$ cat config.mk
export PLATFORM = sky130hd
export DESIGN_NAME = capture_regs
export DESIGN_NICKNAME = d
export VERILOG_FILES = /design/src/common/pkt_pkg.sv /design/src/common/capture_pkg.sv /design/src/verilog/capture_regs.sv
export SDC_FILE = /design/constraint.sdc
export NUM_CORES = 1
export LEC_CHECK = 0
export ABC_CLOCK_PERIOD_IN_PS = 2200
export BUFFER_PORTS_ARGS = -buffer_cell sky130_fd_sc_hd__buf_2
export CORE_MARGIN = 3
export CORE_UTILIZATION = 35
export DETAILED_ROUTE_END_ITERATION = 8
export HOLD_SLACK_MARGIN = 0.06
export PLACE_DENSITY_LB_ADDON = 0.05
export SYNTH_ARGS = -nofsm -noshare
export SYNTH_HDL_FRONTEND = slang
export SYNTH_SLANG_ARGS = --single-unit
export TNS_END_PERCENT = 10
$ cat constraint.sdc
create_clock -name clk -period 2.2 [get_ports clk]
set_input_delay 0.33 -clock clk [delete_from_list [all_inputs] [get_ports clk]]
set_output_delay 0.33 -clock clk [all_outputs]
set_load 0.01 [all_outputs]
$ cat src/common/pkt_pkg.sv
package pkt_pkg;

    // ====================
    // Beat geometry
    // ====================
    localparam int data_byte_wid = 8;
    localparam int data_wid = data_byte_wid * 8;
    localparam int mty_wid = $clog2(data_byte_wid);

    // One 64-bit beat of packet data
    typedef logic [data_wid-1:0] data_t;

    // Empty byte count in the last beat
    typedef logic [mty_wid-1:0] mty_t;

    // ====================
    // Metadata
    // ====================
    typedef logic [31:0] meta_t;

    // ====================
    // Input beat
    // ====================
    // Big endian lanes, byte 0 lives in data[63:56]
    typedef struct packed {
        data_t data;
        logic  eop;
        // Unused bytes at the tail of the last beat
        mty_t  mty;
        // Only meaningful together with eop
        meta_t meta;
    } pkt_beat_t;

endpackage

$ cat src/common/capture_pkg.sv
package capture_pkg;

    // ====================
    // Buffer sizes
    // ====================
    localparam int mem_words = 256;
    localparam int mem_addr_wid = $clog2(mem_words);
    localparam int desc_depth = 16;
    localparam int desc_ptr_wid = $clog2(desc_depth);

    typedef logic [mem_addr_wid-1:0] mem_addr_t;
    typedef logic [desc_ptr_wid-1:0] desc_ptr_t;

    // Counts reach the full depth so they carry one extra bit
    typedef logic [mem_addr_wid:0] words_t;
    typedef logic [desc_ptr_wid:0] desc_cnt_t;
    typedef logic [15:0] drop_cnt_t;

    // Byte length 1 to 2048
    typedef logic [11:0] len_t;

    typedef struct packed {
        mem_addr_t      start;
        len_t           len;
        pkt_pkg::meta_t meta;
    } desc_t;

    // ====================
    // Wishbone
    // ====================
    localparam int wb_adr_wid = 12;
    localparam int wb_dat_wid = 32;

    typedef logic [wb_adr_wid-1:0] wb_adr_t;
    typedef logic [wb_dat_wid-1:0] wb_dat_t;

    typedef struct packed {
        logic    cyc;
        logic    stb;
        logic    we;
        wb_adr_t adr;
        wb_dat_t dat;
    } wb_req_t;

    typedef struct packed {
        logic    ack;
        wb_dat_t dat;
    } wb_rsp_t;

    // Register map in word addresses
    localparam wb_adr_t reg_mem_size   = 12'd0;
    localparam wb_adr_t reg_meta_width = 12'd1;
    localparam wb_adr_t reg_status     = 12'd2;
    localparam wb_adr_t reg_desc_addr  = 12'd3;
    localparam wb_adr_t reg_desc_len   = 12'd4;
    localparam wb_adr_t reg_desc_meta  = 12'd5;
    localparam wb_adr_t reg_release    = 12'd6;

    // Two window words per packet word, high half first
    localparam wb_adr_t win_base = 12'h400;

endpackage

$ cat src/verilog/capture_regs.sv
`timescale 1ns/1ps

module capture_regs (
    input  logic                   clk,
    input  logic                   rst_n,
    input  capture_pkg::wb_req_t   wb_req,
    output capture_pkg::wb_rsp_t   wb_rsp,
    output capture_pkg::desc_ptr_t desc_raddr,
    input  capture_pkg::desc_t     desc_rdata,
    output capture_pkg::mem_addr_t mem_raddr,
    input  pkt_pkg::data_t         mem_rdata,
    input  capture_pkg::desc_cnt_t desc_count,
    input  capture_pkg::drop_cnt_t drop_count,
    output logic                   release_pulse,
    output capture_pkg::words_t    release_words
);

    logic                   start;
    logic                   is_win;
    logic                   rel_req;
    logic                   win_pend;
    logic                   ack_q;
    capture_pkg::wb_dat_t   dat_q;
    capture_pkg::wb_dat_t   reg_rdata;
    capture_pkg::wb_dat_t   win_rdata;
    capture_pkg::wb_adr_t   win_off;
    capture_pkg::desc_ptr_t tail;
    logic [$bits(capture_pkg::len_t):0] len_round;

    // New access only when nothing is in flight
    assign start = wb_req.cyc && wb_req.stb && !ack_q && !win_pend;
    assign is_win = (wb_req.adr >= capture_pkg::win_base);

    // ====================
    // Memory window
    // ====================
    assign win_off   = wb_req.adr - capture_pkg::win_base;
    assign mem_raddr = win_off[capture_pkg::mem_addr_wid:1];
    assign win_rdata = win_off[0] ? mem_rdata[31:0] : mem_rdata[63:32];

    // ====================
    // Descriptor tail
    // ====================
    // Look ahead so the RAM output follows the tail without a gap
    assign desc_raddr = tail + capture_pkg::desc_ptr_t'(release_pulse);

    // Bytes rounded up to whole words
    assign len_round     = {1'b0, desc_rdata.len} + 7'd7;
    assign release_words = len_round[$bits(capture_pkg::len_t)-1:3];

    assign rel_req = wb_req.we && (wb_req.adr == capture_pkg::reg_release) &&
                     (desc_count != '0);

    // Register read mux
    always_comb
    begin
        case (wb_req.adr)
            capture_pkg::reg_mem_size:
                reg_rdata = 32'(capture_pkg::mem_words * pkt_pkg::data_byte_wid);
            capture_pkg::reg_meta_width:
                reg_rdata = 32'($bits(pkt_pkg::meta_t));
            capture_pkg::reg_status:
                reg_rdata = {drop_count, 11'd0, desc_count};
            capture_pkg::reg_desc_addr:
                reg_rdata = 32'(desc_rdata.start);
            capture_pkg::reg_desc_len:
                reg_rdata = 32'(desc_rdata.len);
            capture_pkg::reg_desc_meta:
                reg_rdata = desc_rdata.meta;
            default:
                reg_rdata = '0;
        endcase
    end

    // ====================
    // Bus handshake
    // ====================
    always_ff @(posedge clk)
    begin
        if (!rst_n)
        begin
            ack_q         <= 1'b0;
            win_pend      <= 1'b0;
            release_pulse <= 1'b0;
            tail          <= '0;
        end
        else
        begin
            ack_q         <= 1'b0;
            release_pulse <= 1'b0;

            if (win_pend)
            begin
                ack_q    <= 1'b1;
                win_pend <= 1'b0;
            end
            else if (start)
            begin
                if (is_win && !wb_req.we)
                begin
                    // Wait one more cycle for the data RAM
                    win_pend <= 1'b1;
                end
                else
                begin
                    ack_q         <= 1'b1;
                    release_pulse <= rel_req;
                end
            end

            if (release_pulse)
            begin
                tail <= tail + 1'b1;
            end
        end
    end

    // Read data
    always_ff @(posedge clk)
    begin
        if (win_pend)
        begin
            dat_q <= win_rdata;
        end
        else if (start)
        begin
            dat_q <= reg_rdata;
        end
    end

    assign wb_rsp = '{ack: ack_q, dat: dat_q};

endmodule

==> run summary, run 1 <==
R2R cell count = 2
N_diodes = 0
Clock Sinks = 39
Via Count = 2739
Hold worst-path end = win_pend$_SDFF_PP0_
Power Dens Cells = 452 mW/mm²
Filler cells = 736
P_leak = 1.80 nW
Tcrit/Tclk final = 87.3%
Post-Synthesis Cell Area = 0.00274 mm²
Max IR drop VDD = 245 µV
Register area = 0.00110 mm²
Yosys cell types = 44
Register area share after synthesis = 40.2%
Design area = 0.00392 mm²
# Post-CTS Setup Buffers = 0
EDFF count, synth = 32
Area leader, netlist = edfxtp_1
First-pass GRT wire length = 12600 µm
Grt ovf = 0
Per-cell routed wire length = 16.2 µm
H-tree depth = 2
Metal-1 WL = 3410 µm
Final ANT Viol Nets = 0
CP Max Fanout = 4
Critical path type = input port to output port
Synth top area cells = edfxtp_1, mux2i_1, mux2_2
Max Freq = 0.521 GHz
Final setup violation count = 0
Pin count of the biggest net entering global routing = 29
Post-Syn Nets = 434
Status = finished clean
Largest family of logic cells by synthesized area = compound AO/OA/AOI/OAI gates
Worst Tran Pin Value = 1.19 ns
Die H = 94.4 µm
Vias per cell = 5.06
Seq cells post-synth = 39
Die Wd = 94.4 µm
Placed Instance Area = 0.00384 mm²
Post-synthesis async set-or-reset flop share = 0%
Final WL = 8770 µm
Post-synth top flop = edfxtp_1
Setup slack, reg-to-reg = 0.60 ns
Critical R2R Launch = win_pend$_SDFF_PP0_
Startpoint Class = input port
Hold buffers post-CTS = 0
Total CTS buffers = 5
Critical Path End Type = output port
# resized after CTS = 0
Met3 wire len = 853 µm
Synth Area in Simple Gates = 10.2%
Post-synth top area share = 35.1%
Fin Setup TNS = 0 ns
Synth Area in Compound Gates = 19.3%
Area Overhead vs Synth = 43.2%
Max Used Layer = met4
PortBufs = 208
Pre-antenna DRT Iters = 4
Final Hold Vio Count = 0
Vias in the first global route = 2553
Clk root buf = clkbuf_8
Maximum root-to-sink buffer count = 2
Gpl congestion = 0.739
CTS tree = yes
Total global-route track usage = 18.3%
Cells after Synth = 245
Min Tclk post-route = 1.92 ns
Syn Area/Cell = 11.2 µm²
Ports = 241
Multi-input logic area = 0.00148 mm²
Slew HR = 20.9%
Final nets = 630
Share of post-route cells with drive strength above 1 = 57.7%
RSZ-0062 raised after global routing = no
Final routed DRC violation total = 0
Mux cell area share after synthesis = 18.2%
Max-slew violation count = 0
Hold depth = 2
Data arrival time of the worst path = 1.59 ns
Met2 wire length = 4420 µm
Max-cap violations = 0
DRT iter0 DRCs = 58
Antenna violations before repair = 0
Clk_lat worst skew = 0.29 ns
Synth Area in Adders = 1.37%
Clk_skew = 0.00710 ns
Synthesis Warnings = 0
XOR/XNOR share of the synthesized area = 4.48%
Dpl hpwl = 6910 µm
Reg-to-reg critical path endpoint = dat_q[7]$_DFFE_PP_
Data required, critical path = 1.87 ns
Commonest non-fill, non-tap cells in the layout = buf_2, mux2i_1, edfxtp_1
Die area = 0.00892 mm²
Hold Crit Class = input port to register
Num rows = 31
Hold path start = wb_req[44]
Starting density of the core = 37.0%
Most common cell after layout, fill and taps aside = buf_2
Clock-pin slew on the worst setup and hold paths = 0.07 ns
Area of the core = 0.00741 mm²
## Yosys cell counts (6+ instances only)
library cell / number
a221oi_1: 16
clkbuf_1: 8
buf_2: 7
buf_4: 10
mux2_2: 14
a211oi_1: 9
edfxtp_1: 32
dfxtp_1: 7
nor2_1: 8
mux2i_1: 34
nand2_1: 10
xnor2_1: 9
o22ai_1: 6
a211oi_2: 9
## power breakdown
group | internal, mW | total (mW) | switching (mW)
registers | 0.830 | 0.838 | 0.00829
logic | 0.226 | 0.448 | 0.222
clock network | 0.222 | 0.486 | 0.264
total | 1.28 | 1.77 | 0.494
## critical path, stage by stage
cell      delay, ns
buf_2          0.13
o311ai_0       0.46
buf_4          0.22
nor2_1         0.07
nand3_1        0.10
xnor2_1        0.12
buf_2          0.15
## registers in the layout, summed over array words and instances (netlist names)
register	count
ack_q	1
dat_q	32
release_pulse	1
tail	4
win_pend	1
## area by class of cell
type | instances | share of cell area [%]
inverter | 3 | 0.287
clock inverter | 2 | 0.319
timing repair buffer | 217 | 28.6
multi-input combinational | 175 | 37.7
clock buffer | 6 | 1.85
sequential | 39 | 28.1
tap | 99 | 3.16
## metrics by stage
step	power (mW)	utilization [%]	hold WS [ns]	std cells	worst slack (ns)
finish	1.77	52.9	0.228	541	0.280
global route	1.85	52.9	0.224	541	0.177
CTS	1.79	52.9	0.221	541	0.258
detailed placement	1.31	51.8	0.504	533	0.169
global placement	1.30	51.8	0.500	533	0.218
floorplan	1.07	-	0.408	245	0.292
## worst max-delay path by stage
stage                                    from  slack [ns]             endpoint
after global routing           desc_rdata[35]        0.18     release_words[8]
after CTS                      desc_rdata[34]        0.26     release_words[6]
final                          desc_rdata[34]        0.28     release_words[6]
after floorplan           win_pend$_SDFF_PP0_        0.29   dat_q[0]$_DFFE_PP_
after global placement             wb_req[37]        0.22  dat_q[21]$_DFFE_PP_
after detailed placement           wb_req[37]        0.17   dat_q[7]$_DFFE_PP_
## kinds of logic (layout without fill, tap and decap cells)
logic type	after synthesis	after routing
AO/OA/AOI/OAI	62	62
XOR/XNOR	14	14
adder cells (fa/ha/maj)	3	3
buffers and inverters	31	228
flip-flops	39	39
multiplexers	48	48
AND/OR/NAND/NOR	48	48
## layer usage
layer,vias up,track usage [%]
li1,1351,-
met1,1252,21.4
met2,128,32.9
met3,8,5.58
met4,0,4.21
met5,-,0
Power figures use the tool's default switching activity.
==> run 2, diff against run 1 <==
ABC_CLOCK_PERIOD_IN_PS = 1700   (was 2200)
CORE_ASPECT_RATIO = 0.7   (was unset)
clock period = 1.7 ns   (was 2.2 ns; I/O delays follow)
==> run summary, run 2 (synthesis gave the netlist of run 1 again) <==
Via Count = 2776
Clk_skew = 0.00464 ns
Top reg by flops = dat_q
P_leak = 1.88 nW
Vias in the first global route = 2713
PortBufs = 208
CP delay by family, top = buffers and inverters
Final WL = 8900 µm
Max-slew violation count = 0
Non-filler instance count after layout = 551
CP Max Fanout = 4
First-pass GRT wire length = 13400 µm
# resized after CTS = 0
Slew HR = 50.8%
Commonest non-fill, non-tap cells in the layout = buf_2, mux2i_1, edfxtp_1
Critical path type = input port to output port
Clk root buf = clkbuf_8
Buffers & Inverters on Critical Path = 3
Clock-pin slew on the worst setup and hold paths = 0.07 ns
Final setup violation count = 0
Die H = 80.0 µm
Critical Path End Type = output port
Most common cell after layout, fill and taps aside = buf_2
Area Overhead vs Synth = 48.6%
Starting density of the core = 36.7%
Maximum root-to-sink buffer count = 2
Die Wd = 112 µm
Hold depth = 2
Final Hold Vio Count = 0
Tcrit/Tclk final = 93.3%
Data arrival time of the worst path = 1.33 ns
Share of post-route cells with drive strength above 1 = 59.2%
Final ANT Viol Nets = 0
Final nets = 642
H-tree depth = 2
Worst setup margin = 0.114 ns
# Post-CTS Setup Buffers = 0
Crit path top cell by count = buf_2
Clock Sinks = 39
Data required, critical path = 1.44 ns
Worst Tran Pin Value = 0.738 ns
Place WS = -0.175 ns
RSZ-0062 raised after global routing = no
Status = finished clean
CP Cell Sequence = buf_2 -> o311ai_1 -> buf_4 -> nor2_1 -> nand3_1 -> xnor2_1 -> buf_2
Hold Crit Class = input port to register
Area of the core = 0.00745 mm²
Gpl congestion = 0.844
Per-cell routed wire length = 16.2 µm
Hold Worst Slack = 0.163 ns
Ports = 241
Total CTS buffers = 5
Max Freq = 0.630 GHz
Dpl hpwl = 7200 µm
Placed insts = 544
Biggest regs = dat_q x32, tail x4
N_diodes = 0
Grt ovf = 0
Min Tclk post-route = 1.59 ns
Max-cap violations = 0
Pin count of the biggest net entering global routing = 38
Hold buffers post-CTS = 0
DRT iter0 DRCs = 69
Num rows = 26
Power Dens Cells = 557 mW/mm²
Max IR drop VDD = 268 µV
Critical path's slowest cell = nor2_1
Critical Path Stages = 7
Total global-route track usage = 19.0%
CTS tree = yes
R2R cell count = 2
Startpoint Class = input port
Die area = 0.00894 mm²
Clk_lat worst skew = 0.28 ns
Max FFs per register = 32
Max incr delay on CP = 0.25 ns
Antenna violations before repair = 0
Final routed DRC violation total = 0
Pre-antenna DRT Iters = 4
Vias per cell = 5.04
## run 2: power by group
part	internal (mW)	total (mW)	switching, mW	leakage, nW
Clock	0.273	0.570	0.297	0.0414
Combinational	0.316	0.612	0.296	1.48
Sequential	1.07	1.08	0.00993	0.360
Total	1.66	2.27	0.603	1.88
## run 2: worst reg2reg max path: cells and delay by family, from the launching register on
family / cells / cell delay (ns)
AND/OR/NAND/NOR: 2 / 1.00
flip-flops: 1 / 0.34
## run 2: final cells by class
type | count | area (µm²)
clock buffer | 5 | 68.8
clock inverter | 2 | 8.76
fill | 701 | 3380
inverter | 3 | 11.3
multi-input combinational | 175 | 1490
sequential | 39 | 1100
tap | 98 | 123
timing repair buffer | 229 | 1260
## run 2: per-stage QoR
stage	utilization, %	TNS (ns)	power (mW)	area (µm²)
after floorplan	-	0	1.39	2750
after global placement	53.4	-2.41	1.71	3980
after detailed placement	53.4	-2.71	1.72	3980
after CTS	54.4	0	2.30	4050
after global routing	54.6	0	2.41	4070
final	54.6	0	2.27	4070
## run 2: path summary, 6_finish.rpt
path / to / start / slack (ns)
hold reg to reg: win_pend$_SDFF_PP0_ / win_pend$_SDFF_PP0_ / 0.58
hold / removal: win_pend$_SDFF_PP0_ / wb_req[44] / 0.16
setup / recovery: release_words[6] / desc_rdata[33] / 0.11
setup reg to reg: release_pulse$_SDFF_PP0_ / win_pend$_SDFF_PP0_ / 0.26
## run 2: per-layer routing
| layer | GRT usage [%] | routed length [µm] | part of all wire [%] | vias to the layer above |
|---|---|---|---|---|
| met2 | 32.8 | 4300 | 48 | 122 |
| met3 | 4.92 | 690 | 7.8 | 4 |
| li1 | - | - | - | 1377 |
| met5 | 0 | 0 | 0 | - |
| met4 | 2.67 | 52 | 0.58 | 0 |
| met1 | 24.5 | 3850 | 43 | 1273 |
