--- config.mk ---
export PLATFORM = sky130hd
export DESIGN_NAME = capture_writer
export DESIGN_NICKNAME = d
export VERILOG_FILES = /design/src/common/pkt_pkg.sv /design/src/common/capture_pkg.sv /design/src/packet_capture/capture_writer.sv
export SDC_FILE = /design/constraint.sdc
export NUM_CORES = 1
export LEC_CHECK = 0
export BUFFER_PORTS_ARGS = -buffer_cell sky130_fd_sc_hd__buf_2
export CORE_MARGIN = 2
export CORE_UTILIZATION = 43
export CTS_CLUSTER_DIAMETER = 200
export DETAILED_ROUTE_END_ITERATION = 8
export GPL_ROUTABILITY_DRIVEN = 0
export GPL_TIMING_DRIVEN = 0
export PLACE_DENSITY = 0.76
export SYNTH_ARGS = -nofsm -noshare
export SYNTH_HDL_FRONTEND = slang
export SYNTH_SLANG_ARGS = --single-unit
--- constraint.sdc ---
create_clock -name clk -period 5.35 [get_ports clk]
set_clock_uncertainty 0.2 [all_clocks]
set_input_delay 0.535 -clock clk [delete_from_list [all_inputs] [get_ports clk]]
set_output_delay 0.535 -clock clk [all_outputs]
set_load 0.02 [all_outputs]
--- src/common/pkt_pkg.sv ---
package pkt_pkg;

    // ====================
    // Beat geometry
    // ====================
    localparam int data_byte_wid = 8;
    localparam int data_wid = data_byte_wid * 8;
    localparam int mty_wid = $clog2(data_byte_wid);

    // One 64-bit beat of packet data
    typedef logic [data_wid-1:0] data_t;

    // Empty byte count in the last beat
    typedef logic [mty_wid-1:0] mty_t;

    // ====================
    // Metadata
    // ====================
    typedef logic [31:0] meta_t;

    // ====================
    // Input beat
    // ====================
    // Big endian lanes, byte 0 lives in data[63:56]
    typedef struct packed {
        data_t data;
        logic  eop;
        // Unused bytes at the tail of the last beat
        mty_t  mty;
        // Only meaningful together with eop
        meta_t meta;
    } pkt_beat_t;

endpackage

--- src/common/capture_pkg.sv ---
package capture_pkg;

    // ====================
    // Buffer sizes
    // ====================
    localparam int mem_words = 256;
    localparam int mem_addr_wid = $clog2(mem_words);
    localparam int desc_depth = 16;
    localparam int desc_ptr_wid = $clog2(desc_depth);

    typedef logic [mem_addr_wid-1:0] mem_addr_t;
    typedef logic [desc_ptr_wid-1:0] desc_ptr_t;

    // Counts reach the full depth so they carry one extra bit
    typedef logic [mem_addr_wid:0] words_t;
    typedef logic [desc_ptr_wid:0] desc_cnt_t;
    typedef logic [15:0] drop_cnt_t;

    // Byte length 1 to 2048
    typedef logic [11:0] len_t;

    typedef struct packed {
        mem_addr_t      start;
        len_t           len;
        pkt_pkg::meta_t meta;
    } desc_t;

    // ====================
    // Wishbone
    // ====================
    localparam int wb_adr_wid = 12;
    localparam int wb_dat_wid = 32;

    typedef logic [wb_adr_wid-1:0] wb_adr_t;
    typedef logic [wb_dat_wid-1:0] wb_dat_t;

    typedef struct packed {
        logic    cyc;
        logic    stb;
        logic    we;
        wb_adr_t adr;
        wb_dat_t dat;
    } wb_req_t;

    typedef struct packed {
        logic    ack;
        wb_dat_t dat;
    } wb_rsp_t;

    // Register map in word addresses
    localparam wb_adr_t reg_mem_size   = 12'd0;
    localparam wb_adr_t reg_meta_width = 12'd1;
    localparam wb_adr_t reg_status     = 12'd2;
    localparam wb_adr_t reg_desc_addr  = 12'd3;
    localparam wb_adr_t reg_desc_len   = 12'd4;
    localparam wb_adr_t reg_desc_meta  = 12'd5;
    localparam wb_adr_t reg_release    = 12'd6;

    // Two window words per packet word, high half first
    localparam wb_adr_t win_base = 12'h400;

endpackage

--- src/packet_capture/capture_writer.sv ---
`timescale 1ns/1ps

module capture_writer (
    input  logic                   clk,
    input  logic                   rst_n,
    input  logic                   en,
    input  pkt_pkg::pkt_beat_t     in_beat,
    input  logic                   in_valid,
    output logic                   in_ready,
    output logic                   mem_we,
    output capture_pkg::mem_addr_t mem_waddr,
    output pkt_pkg::data_t         mem_wdata,
    output logic                   desc_we,
    output capture_pkg::desc_ptr_t desc_waddr,
    output capture_pkg::desc_t     desc_wdata,
    input  logic                   release_pulse,
    input  capture_pkg::words_t    release_words,
    output capture_pkg::desc_cnt_t desc_count,
    output capture_pkg::drop_cnt_t drop_count
);

    // ====================
    // State
    // ====================
    logic                   first_q;
    logic                   discard_q;
    logic                   drop_q;
    capture_pkg::mem_addr_t tent_head;
    capture_pkg::mem_addr_t commit_head;
    capture_pkg::desc_ptr_t desc_head;
    capture_pkg::words_t    used_words;
    capture_pkg::words_t    pkt_words;
    capture_pkg::len_t      byte_cnt;

    logic                   accept;
    logic                   ring_full;
    logic                   discard_now;
    logic                   drop_now;
    logic                   commit;
    logic                   abandon;
    capture_pkg::words_t    words_next;
    logic [$bits(capture_pkg::words_t):0] words_need;
    capture_pkg::len_t      beat_bytes;
    capture_pkg::len_t      bytes_next;
    capture_pkg::words_t    words_add;
    capture_pkg::words_t    words_sub;

    assign accept = in_valid && in_ready;
    assign ring_full = (desc_count == capture_pkg::desc_cnt_t'(capture_pkg::desc_depth));

    // ====================
    // Per-beat decisions
    // ====================
    always_comb
    begin
        // Discard and ring-full status are sampled on the first beat only
        discard_now = first_q ? !en : discard_q;
        words_next  = (first_q ? capture_pkg::words_t'(0) : pkt_words) + 1'b1;
        words_need  = {1'b0, used_words} + {1'b0, words_next};
        drop_now    = (first_q ? ring_full : drop_q) ||
                      (words_need > capture_pkg::mem_words);

        if (in_beat.eop)
        begin
            beat_bytes = capture_pkg::len_t'(pkt_pkg::data_byte_wid) -
                         capture_pkg::len_t'(in_beat.mty);
        end
        else
        begin
            beat_bytes = capture_pkg::len_t'(pkt_pkg::data_byte_wid);
        end
        bytes_next = (first_q ? capture_pkg::len_t'(0) : byte_cnt) + beat_bytes;
    end

    assign commit  = accept && in_beat.eop && !discard_now && !drop_now;
    assign abandon = accept && in_beat.eop && !discard_now && drop_now;

    assign words_add = commit ? words_next : '0;
    assign words_sub = release_pulse ? release_words : '0;

    // Memory and descriptor write ports
    assign mem_we     = accept && !discard_now && !drop_now;
    assign mem_waddr  = tent_head;
    assign mem_wdata  = in_beat.data;
    assign desc_we    = commit;
    assign desc_waddr = desc_head;
    assign desc_wdata = '{start: commit_head, len: bytes_next, meta: in_beat.meta};

    // ====================
    // Control registers
    // ====================
    always_ff @(posedge clk)
    begin
        if (!rst_n)
        begin
            in_ready    <= 1'b0;
            first_q     <= 1'b1;
            discard_q   <= 1'b0;
            drop_q      <= 1'b0;
            tent_head   <= '0;
            commit_head <= '0;
            desc_head   <= '0;
            used_words  <= '0;
            desc_count  <= '0;
            drop_count  <= '0;
        end
        else
        begin
            in_ready <= 1'b1;

            if (accept)
            begin
                first_q   <= in_beat.eop;
                discard_q <= discard_now;
                drop_q    <= drop_now;
            end

            if (mem_we)
            begin
                tent_head <= tent_head + 1'b1;
            end

            if (commit)
            begin
                commit_head <= tent_head + 1'b1;
                desc_head   <= desc_head + 1'b1;
            end
            else if (abandon)
            begin
                // Roll back whatever the dropped packet wrote
                tent_head <= commit_head;
            end

            used_words <= used_words + words_add - words_sub;
            desc_count <= desc_count + capture_pkg::desc_cnt_t'(commit) -
                          capture_pkg::desc_cnt_t'(release_pulse);

            if (abandon)
            begin
                drop_count <= drop_count + 1'b1;
            end
        end
    end

    // Running packet size
    always_ff @(posedge clk)
    begin
        if (accept)
        begin
            pkt_words <= words_next;
            byte_cnt  <= bytes_next;
        end
    end

endmodule

==> key figures, run 1 <==
Timing
  • Worst hold slack: 135.3 ps
  • Final worst slack: -112.0 ps
  • Final hold vios: 0
  • Fin crit share: 1.021
  • RSZ-0062 raised after global routing: true
  • Fin crit period: approximately 5500 ps
  • Max-slew headroom: 0.5406
  • Final Max Slew Viols: 0
  • Worst-Margin Slew: approximately 700 ps
  • Max Freq: approximately 0.18 GHz
  • Setup violators final: 2

Power
  • Seq pwr share: 0.286
  • Cell internal pwr: 1.544 mW
  • Maximum VDD drop: about 190 µV
  • Switching share of power: 0.3785
  • Gate power share: 0.476
  • Static Leak: approximately 3.4 nW
  • NetSw: ~940 µW
  • Clock share of power: 0.239
  • Power Density: around 340 nW/µm²
  • Tot Pwr: between 2 and 2.5 mW

Layout
  • Layout cells sized above 1: 0.4422
  • Layout Cell Area excl Fill: about 7300 µm²
  • Fill count: 1127
  • Seq. cell area: between 1500 and 2000 µm²
  • Antenna diode count: 0
  • Synth-to-Final Area Change: 32.85%
  • Multi-input gate area: around 3000 µm²
  • Nets: ~990

Synth
  • Netlist cell types: 60
  • Net count after synthesis: 779
  • Seq/Total Area, Yosys: 0.3114
  • FFs w/ async S/R, synth: 0
  • Cell count after synthesis: ~620
  • YS warnings: 0
  • Synthesized area: 5497 µm²
  • Post-synth top flop: dfxtp_1
  • Avg Cell Area, Syn: slightly below 9 µm²
  • Post-synthesis register bit count: between 70 and 80
  • Post-synth EDFFs: 21

Route
  • WL/cell: ~14 µm
  • DRC violations left: 0
  • Total Routed Length: ~14000 µm
  • 1st-pass router iterations: 4
  • DR iter-0 viols: 246
  • Antenna viol nets, final: 0
  • Via density per instance: 4.813
  • Vias: about 4800

Global route
  • Vias in the first global route: ~4500
  • Total track usage: 0.1950
  • Largest net degree at the start of global routing: 29
  • First-pass GRT wire length: 21250 µm
  • Aggregate global routing overflow: 0
  • Initial antenna violation count: 0

Setup path
  • Critical Path RT: 5360 ps
  • CP arrival: around 5500 ps
  • WP buf/inv: 2
  • Slowest stage delay, CP: ~500 ps
  • Slowest-stage cell, CP: fa_1
  • Crit start category: flip-flop
  • Worst-path maximum fanout: 6
  • Crit Path Category: flip-flop to flip-flop
  • CP top delay family: compound AO/OA/AOI/OAI gates
  • Worst Setup End Kind: flip-flop

Die
  • Initial Utilization: 0.4373
  • Die height: ~120 µm
  • Die W: about 120 µm
  • Die ar.: 13700 µm²
  • Row cnt: 41
  • Core area: between 10000 and 15000 µm²
  • IO Pins: roughly 270

Clock tree
  • TritonCTS clock tree: built
  • CTS Buf Count: 9
  • Root buf cell: clkbuf_16
  • Clock tree buffer depth: 2
  • Worst-skew pair later-pin latency: about 340 ps
  • Num Clock Sinks: 75
  • Clk pin slew, worst setup/hold paths: around 60 ps
  • Hold Buf Count CTS: 0
  • H-tree levels: 3

Placed design
  • Port bufs: around 170
  • Pre-CTS setup slack: -908.9 ps
  • Placed inst area: ~6600 µm²
  • DP Wirelength: between 10000 and 15000 µm

Hold path
  • HP Class: primary input to flip-flop

Run
  • Max-cap violations: 0

Run status
  • Outcome: complete, but fails checks
  • Violations in the final reports: negative setup slack
power groups by stage:
stage / Sequential, mW / Clock, mW / Combinational [mW]
after CTS: 0.706 / 0.600 / 1.10
after global routing: 0.719 / 0.630 / 1.31
after floorplan: 0.735 / 0 / 0.757
after detailed placement: 0.718 / 0 / 0.992
final: 0.710 / 0.593 / 1.18
after global placement: 0.717 / 0 / 0.977
area by class of cell:
type / instances / share of cell area
Timing Repair Buffer: 197 / 0.1450
Inverter: 50 / 0.02707
Sequential cell: 75 / 0.2349
Multi-Input combinational cell: 380 / 0.4136
Clock buffer: 12 / 0.03667
Buffer: 112 / 0.1103
Clock inverter: 4 / 0.002913
Tap cell: 172 / 0.02947
kinds of logic after synthesis:
| group | Yosys count | synth area share |
|---|---|---|
| compound gates | 103 | 0.1405 |
| buf+inv | 164 | 0.1814 |
| fa+ha+maj | 46 | 0.1197 |
| mux | 4 | 0.007285 |
| xor+xnor | 40 | 0.06374 |
| flops | 75 | 0.3114 |
| simple gates | 187 | 0.1760 |
worst reg2reg max path, cell delays in order, from the launching register on:
cell,delay (ps)
edfxtp_1,460
nand2_8,70
inv_4,60
ha_4,120
and3_4,190
and4_4,220
nand3_4,70
xor2_2,150
nor2_2,180
ha_4,230
a211o_1,310
a21oi_2,140
o2111ai_2,140
a211oi_2,270
a41oi_4,170
nor3_4,230
buf_6,170
nand2_4,50
fa_1,500
fa_2,380
nor2b_4,140
o21ai_2,80
a21boi_2,170
o21ai_2,90
a21oi_2,190
xnor2_2,140
xnor2_1,140
nor2_1,50
repair_timing:
action,CTS,global route
resized for setup,11,18
endpoints found under the hold margin,0,0
endpoints found under the setup margin,7,5
pin swaps,22,24
buffers inserted,20,13
state kept, by name, summed over array words and instances, names as in the netlist:
| signal | flops |
|---|---|
| used_words | 9 |
| mem_waddr | 8 |
| commit_head | 8 |
| drop_q | 1 |
| discard_q | 1 |
| desc_waddr | 4 |
| first_q | 1 |
| pkt_words | 9 |
| desc_count | 5 |
| byte_cnt | 12 |
| in_ready | 1 |
| drop_count | 16 |
per-layer routing:
| layer | vias to the layer above | routed length (µm) | track usage |
|---|---|---|---|
| met5 | - | 0 | 0 |
| met4 | 0 | 67 | 0.03686 |
| met3 | 6 | 936 | 0.04583 |
| met2 | 194 | 6648 | 0.3310 |
| met1 | 2191 | 5876 | 0.2564 |
| li1 | 2432 | - | - |
through the flow:
| step | cells | util | TNS (ps) |
|---|---|---|---|
| after global placement | 959 | 0.5283 | -3362 |
| after floorplan | 619 | - | -346.5 |
| after global routing | 1002 | 0.5810 | -1009 |
| final | 1002 | 0.5810 | -215.4 |
| after detailed placement | 959 | 0.5283 | -3428 |
| after CTS | 995 | 0.5674 | -141.8 |
cells in the mapped netlist, drive strengths merged, types with 21 or more instances:
master,n,area [µm²]
edfxtp,21,630.6
ha,35,437.9
dfxtp,54,1081
buf,103,768.2
inv,49,183.9
o21ai,24,123.9
nand3,24,120.1
a21oi,23,126.4
xnor2,23,201.4
nand2,33,123.9
nor2,44,167.7
placed cells by master, fill, tap and decap left out, types with 3 or more instances in the layout:
cell type,count
nand4_1,8
xor2_1,16
nand2b_1,6
a21o_1,6
and2_1,17
a21oi_1,17
a211oi_1,12
o211ai_1,5
mux2i_1,4
clkbuf_16,10
o21a_1,10
nand2_1,30
a21oi_2,5
inv_1,46
xnor2_2,4
ha_4,6
clkbuf_1,10
dfxtp_1,53
nor2_1,42
nor2b_1,7
o21ai_0,19
xnor2_1,19
buf_2,169
nand3_1,23
o31ai_1,5
or4_1,3
o21ai_2,4
and3_1,6
clkinv_2,3
ha_1,28
fa_1,10
edfxtp_1,21
buf_4,129
or3_1,7
nor3_1,15
final timing paths:
| path | start | endpoint | slack, ps | cells after the start |
|---|---|---|---|---|
| worst max-delay path | pkt_words[0]$_DFFE_PP_ | used_words[8]$_SDFF_PN0_ | -110 | 27 |
| worst min-delay path | rst_n | in_ready$_DFF_P_ | 140 | 1 |
| worst max register to register | pkt_words[0]$_DFFE_PP_ | used_words[8]$_SDFF_PN0_ | -110 | 27 |
| worst min register to register | desc_waddr[3]$_SDFFE_PN0N_ | desc_waddr[3]$_SDFFE_PN0N_ | 280 | 2 |
(Power assumes the default switching activity.)
==> run 2: changes to the inputs <==
- CTS_BUF_LIST: not set -> sky130_fd_sc_hd__clkbuf_16
==> run 2 against run 1 <==
The run still ends with negative setup slack left. Worst hold slack improved by 2.7 ps. Sequential power about the same. Sequential cell count unchanged. Highest routed layer unchanged. Via count fell by 0.12%. Global-route usage barely moved. Sequential share of layout area is essentially flat. Die area did not move.
==> key figures, run 2 (synthesized netlist as in run 1, its figures left out) <==
Route
  • Vias: 4817
  • 1st-pass router iterations: 4
  • DRC violations left: 0
  • Total Routed Length: between 10000 and 15000 µm
  • WL/cell: between 10 and 15 µm
  • DR iter-0 viols: 212
  • Via density per instance: 4.807
  • Antenna viol nets, final: 0

Power
  • Power Density: between 300 and 400 nW/µm²
  • Static Leak: about 3.4 nW
  • Tot Pwr: 2.466 mW
  • Maximum VDD drop: approximately 190 µV

Clock tree
  • Num Clock Sinks: 75
  • Clk pin slew, worst setup/hold paths: 60 ps
  • H-tree levels: 3
  • Root buf cell: clkbuf_16
  • Worst-skew pair later-pin latency: 340 ps
  • Clock tree buffer depth: 2
  • TritonCTS clock tree: built
  • CTS Buf Count: 9

Die
  • Die W: between 100 and 150 µm
  • Die height: 117.1 µm
  • IO Pins: approximately 270
  • Die ar.: 13700 µm²
  • Row cnt: 41
  • Initial Utilization: 0.4373
  • Core area: between 10000 and 15000 µm²

Timing
  • Setup violators final: 2
  • Fin Setup TNS: -202.0 ps
  • Max Freq: approximately 0.18 GHz
  • RSZ-0062 raised after global routing: true
  • Worst-Margin Slew: approximately 660 ps
  • Final worst slack: -104.5 ps
  • Fin crit share: 1.020
  • Final Max Slew Viols: 0
  • Max-slew headroom: 0.5595
  • Fin crit period: roughly 5500 ps
  • Final hold vios: 0

Setup path
  • Crit start category: flip-flop
  • Crit Path Category: flip-flop to flip-flop
  • Cells on worst reg2reg path: 27
  • Worst-path maximum fanout: 6
  • Capture point of the worst reg-to-reg path: used_words[8]$_SDFF_PN0_
  • Crit Reg-Reg Startpoint: pkt_words[0]$_DFFE_PP_
  • R2R Setup Slk: -100 ps
  • CP arrival: 5460 ps
  • Critical Path RT: roughly 5400 ps
  • Worst Setup End Kind: flip-flop

Global route
  • Aggregate global routing overflow: 0
  • Largest net degree at the start of global routing: 29
  • First-pass GRT wire length: 21260 µm
  • Vias in the first global route: between 4000 and 5000
  • Total track usage: 0.1951
  • Initial antenna violation count: 0

Layout
  • Commonest non-fill, non-tap cell in the layout: buf_2
  • Top flop regs: drop_count: 16 flops, byte_cnt: 12 flops
  • Layout cells sized above 1: 0.4410
  • Top reg by flops: drop_count
  • Most frequent cells in the layout: buf_2 (169), buf_4 (129), dfxtp_1 (53)
  • Fill count: approximately 1100
  • Nets: 985
  • Largest register FFs: 16
  • Antenna diode count: 0
  • Synth-to-Final Area Change: 32.67%

Hold path
  • Hold EP: in_ready$_DFF_P_
  • Hold Path Stages: 1
  • HP Start: rst_n
  • HP Class: primary input to flip-flop

Run status
  • Outcome: complete, but fails checks
  • Violations in the final reports: negative setup slack

Placed design
  • Port bufs: roughly 170
  • DP Wirelength: 10050 µm

Run
  • Max-cap violations: 0
## run 2: changes by cell type in the layout (fill, tap and decap cells not counted), sizes merged
cell,change
inv,+1
clkinv,+1
clkbuf,-2
## run 2: report_power, final
part,internal [mW],switching (mW)
combinational,0.542,0.639
clock,0.337,0.237
sequential,0.649,0.0607
total,1.53,0.938
## run 2: critical path, cell delays in order, from the launching register on
cell	delay, ps
edfxtp_1	460
nand2_8	70
inv_4	60
ha_4	120
and3_4	190
and4_4	220
nand3_4	70
xor2_2	150
nor2_2	180
ha_4	230
a211o_1	310
a21oi_2	140
o2111ai_2	130
a211oi_2	270
a41oi_4	170
nor3_4	230
buf_6	170
nand2_4	50
fa_1	500
fa_2	380
nor2b_4	140
o21ai_2	80
a21boi_2	170
o21ai_2	90
a21oi_2	190
xnor2_2	140
xnor2_1	140
nor2_1	50
## run 2: area by class of cell
class,count,area [µm²],share of cell area
well taps,172,215.2,0.02951
clock buffers,10,250.2,0.03432
multi-input cells,380,3020,0.4142
inverters,50,197.7,0.02711
clock inverters,6,28.78,0.003946
flip-flops and latches,75,1715,0.2352
repair buffers,197,1059,0.1452
plain buffers,112,805.8,0.1105
## run 2: metrics by stage
stage          cells  setup WS [ps]  hold WS [ps]  area [µm²]  utilization
2_1_floorplan    619         -192.6         272.5        5584            -
5_1_grt         1002         -327.6         131.6        7292       0.5802
4_1_cts          995         -88.93         132.3        7122       0.5667
3_5_place_dp     959         -908.9         272.1        6640       0.5283
6_report        1002         -104.5         138.0        7292       0.5802
3_3_place_gp     959         -893.8         264.5        6640       0.5283
## run 2: layer usage
metal / GRT usage / share of wire
met1: 0.2564 / 0.43
met2: 0.3314 / 0.49
met3: 0.04583 / 0.065
met4: 0.03686 / 0.0064
met5: 0 / 0
## run 2: what timing repair did
action / in CTS / in global routing
hold endpoints to repair: 0 / 0
setup endpoints to repair: 7 / 5
buffers inserted: 20 / 13
hold buffers: 0 / 0
gates resized for setup: 11 / 18
pin swaps: 22 / 24
## run 2: worst max-delay path by stage
stage | startpoint | slack, ps | end | cells after the start
floorplan | first_q$_SDFFE_PN1P_ | -190 | used_words[8]$_SDFF_PN0_ | 32
global placement | first_q$_SDFFE_PN1P_ | -890 | used_words[8]$_SDFF_PN0_ | 32
detailed placement | first_q$_SDFFE_PN1P_ | -910 | used_words[8]$_SDFF_PN0_ | 30
CTS | first_q$_SDFFE_PN1P_ | -90 | used_words[7]$_SDFF_PN0_ | 30
global route | pkt_words[0]$_DFFE_PP_ | -330 | used_words[8]$_SDFF_PN0_ | 30
finish | pkt_words[0]$_DFFE_PP_ | -100 | used_words[8]$_SDFF_PN0_ | 27
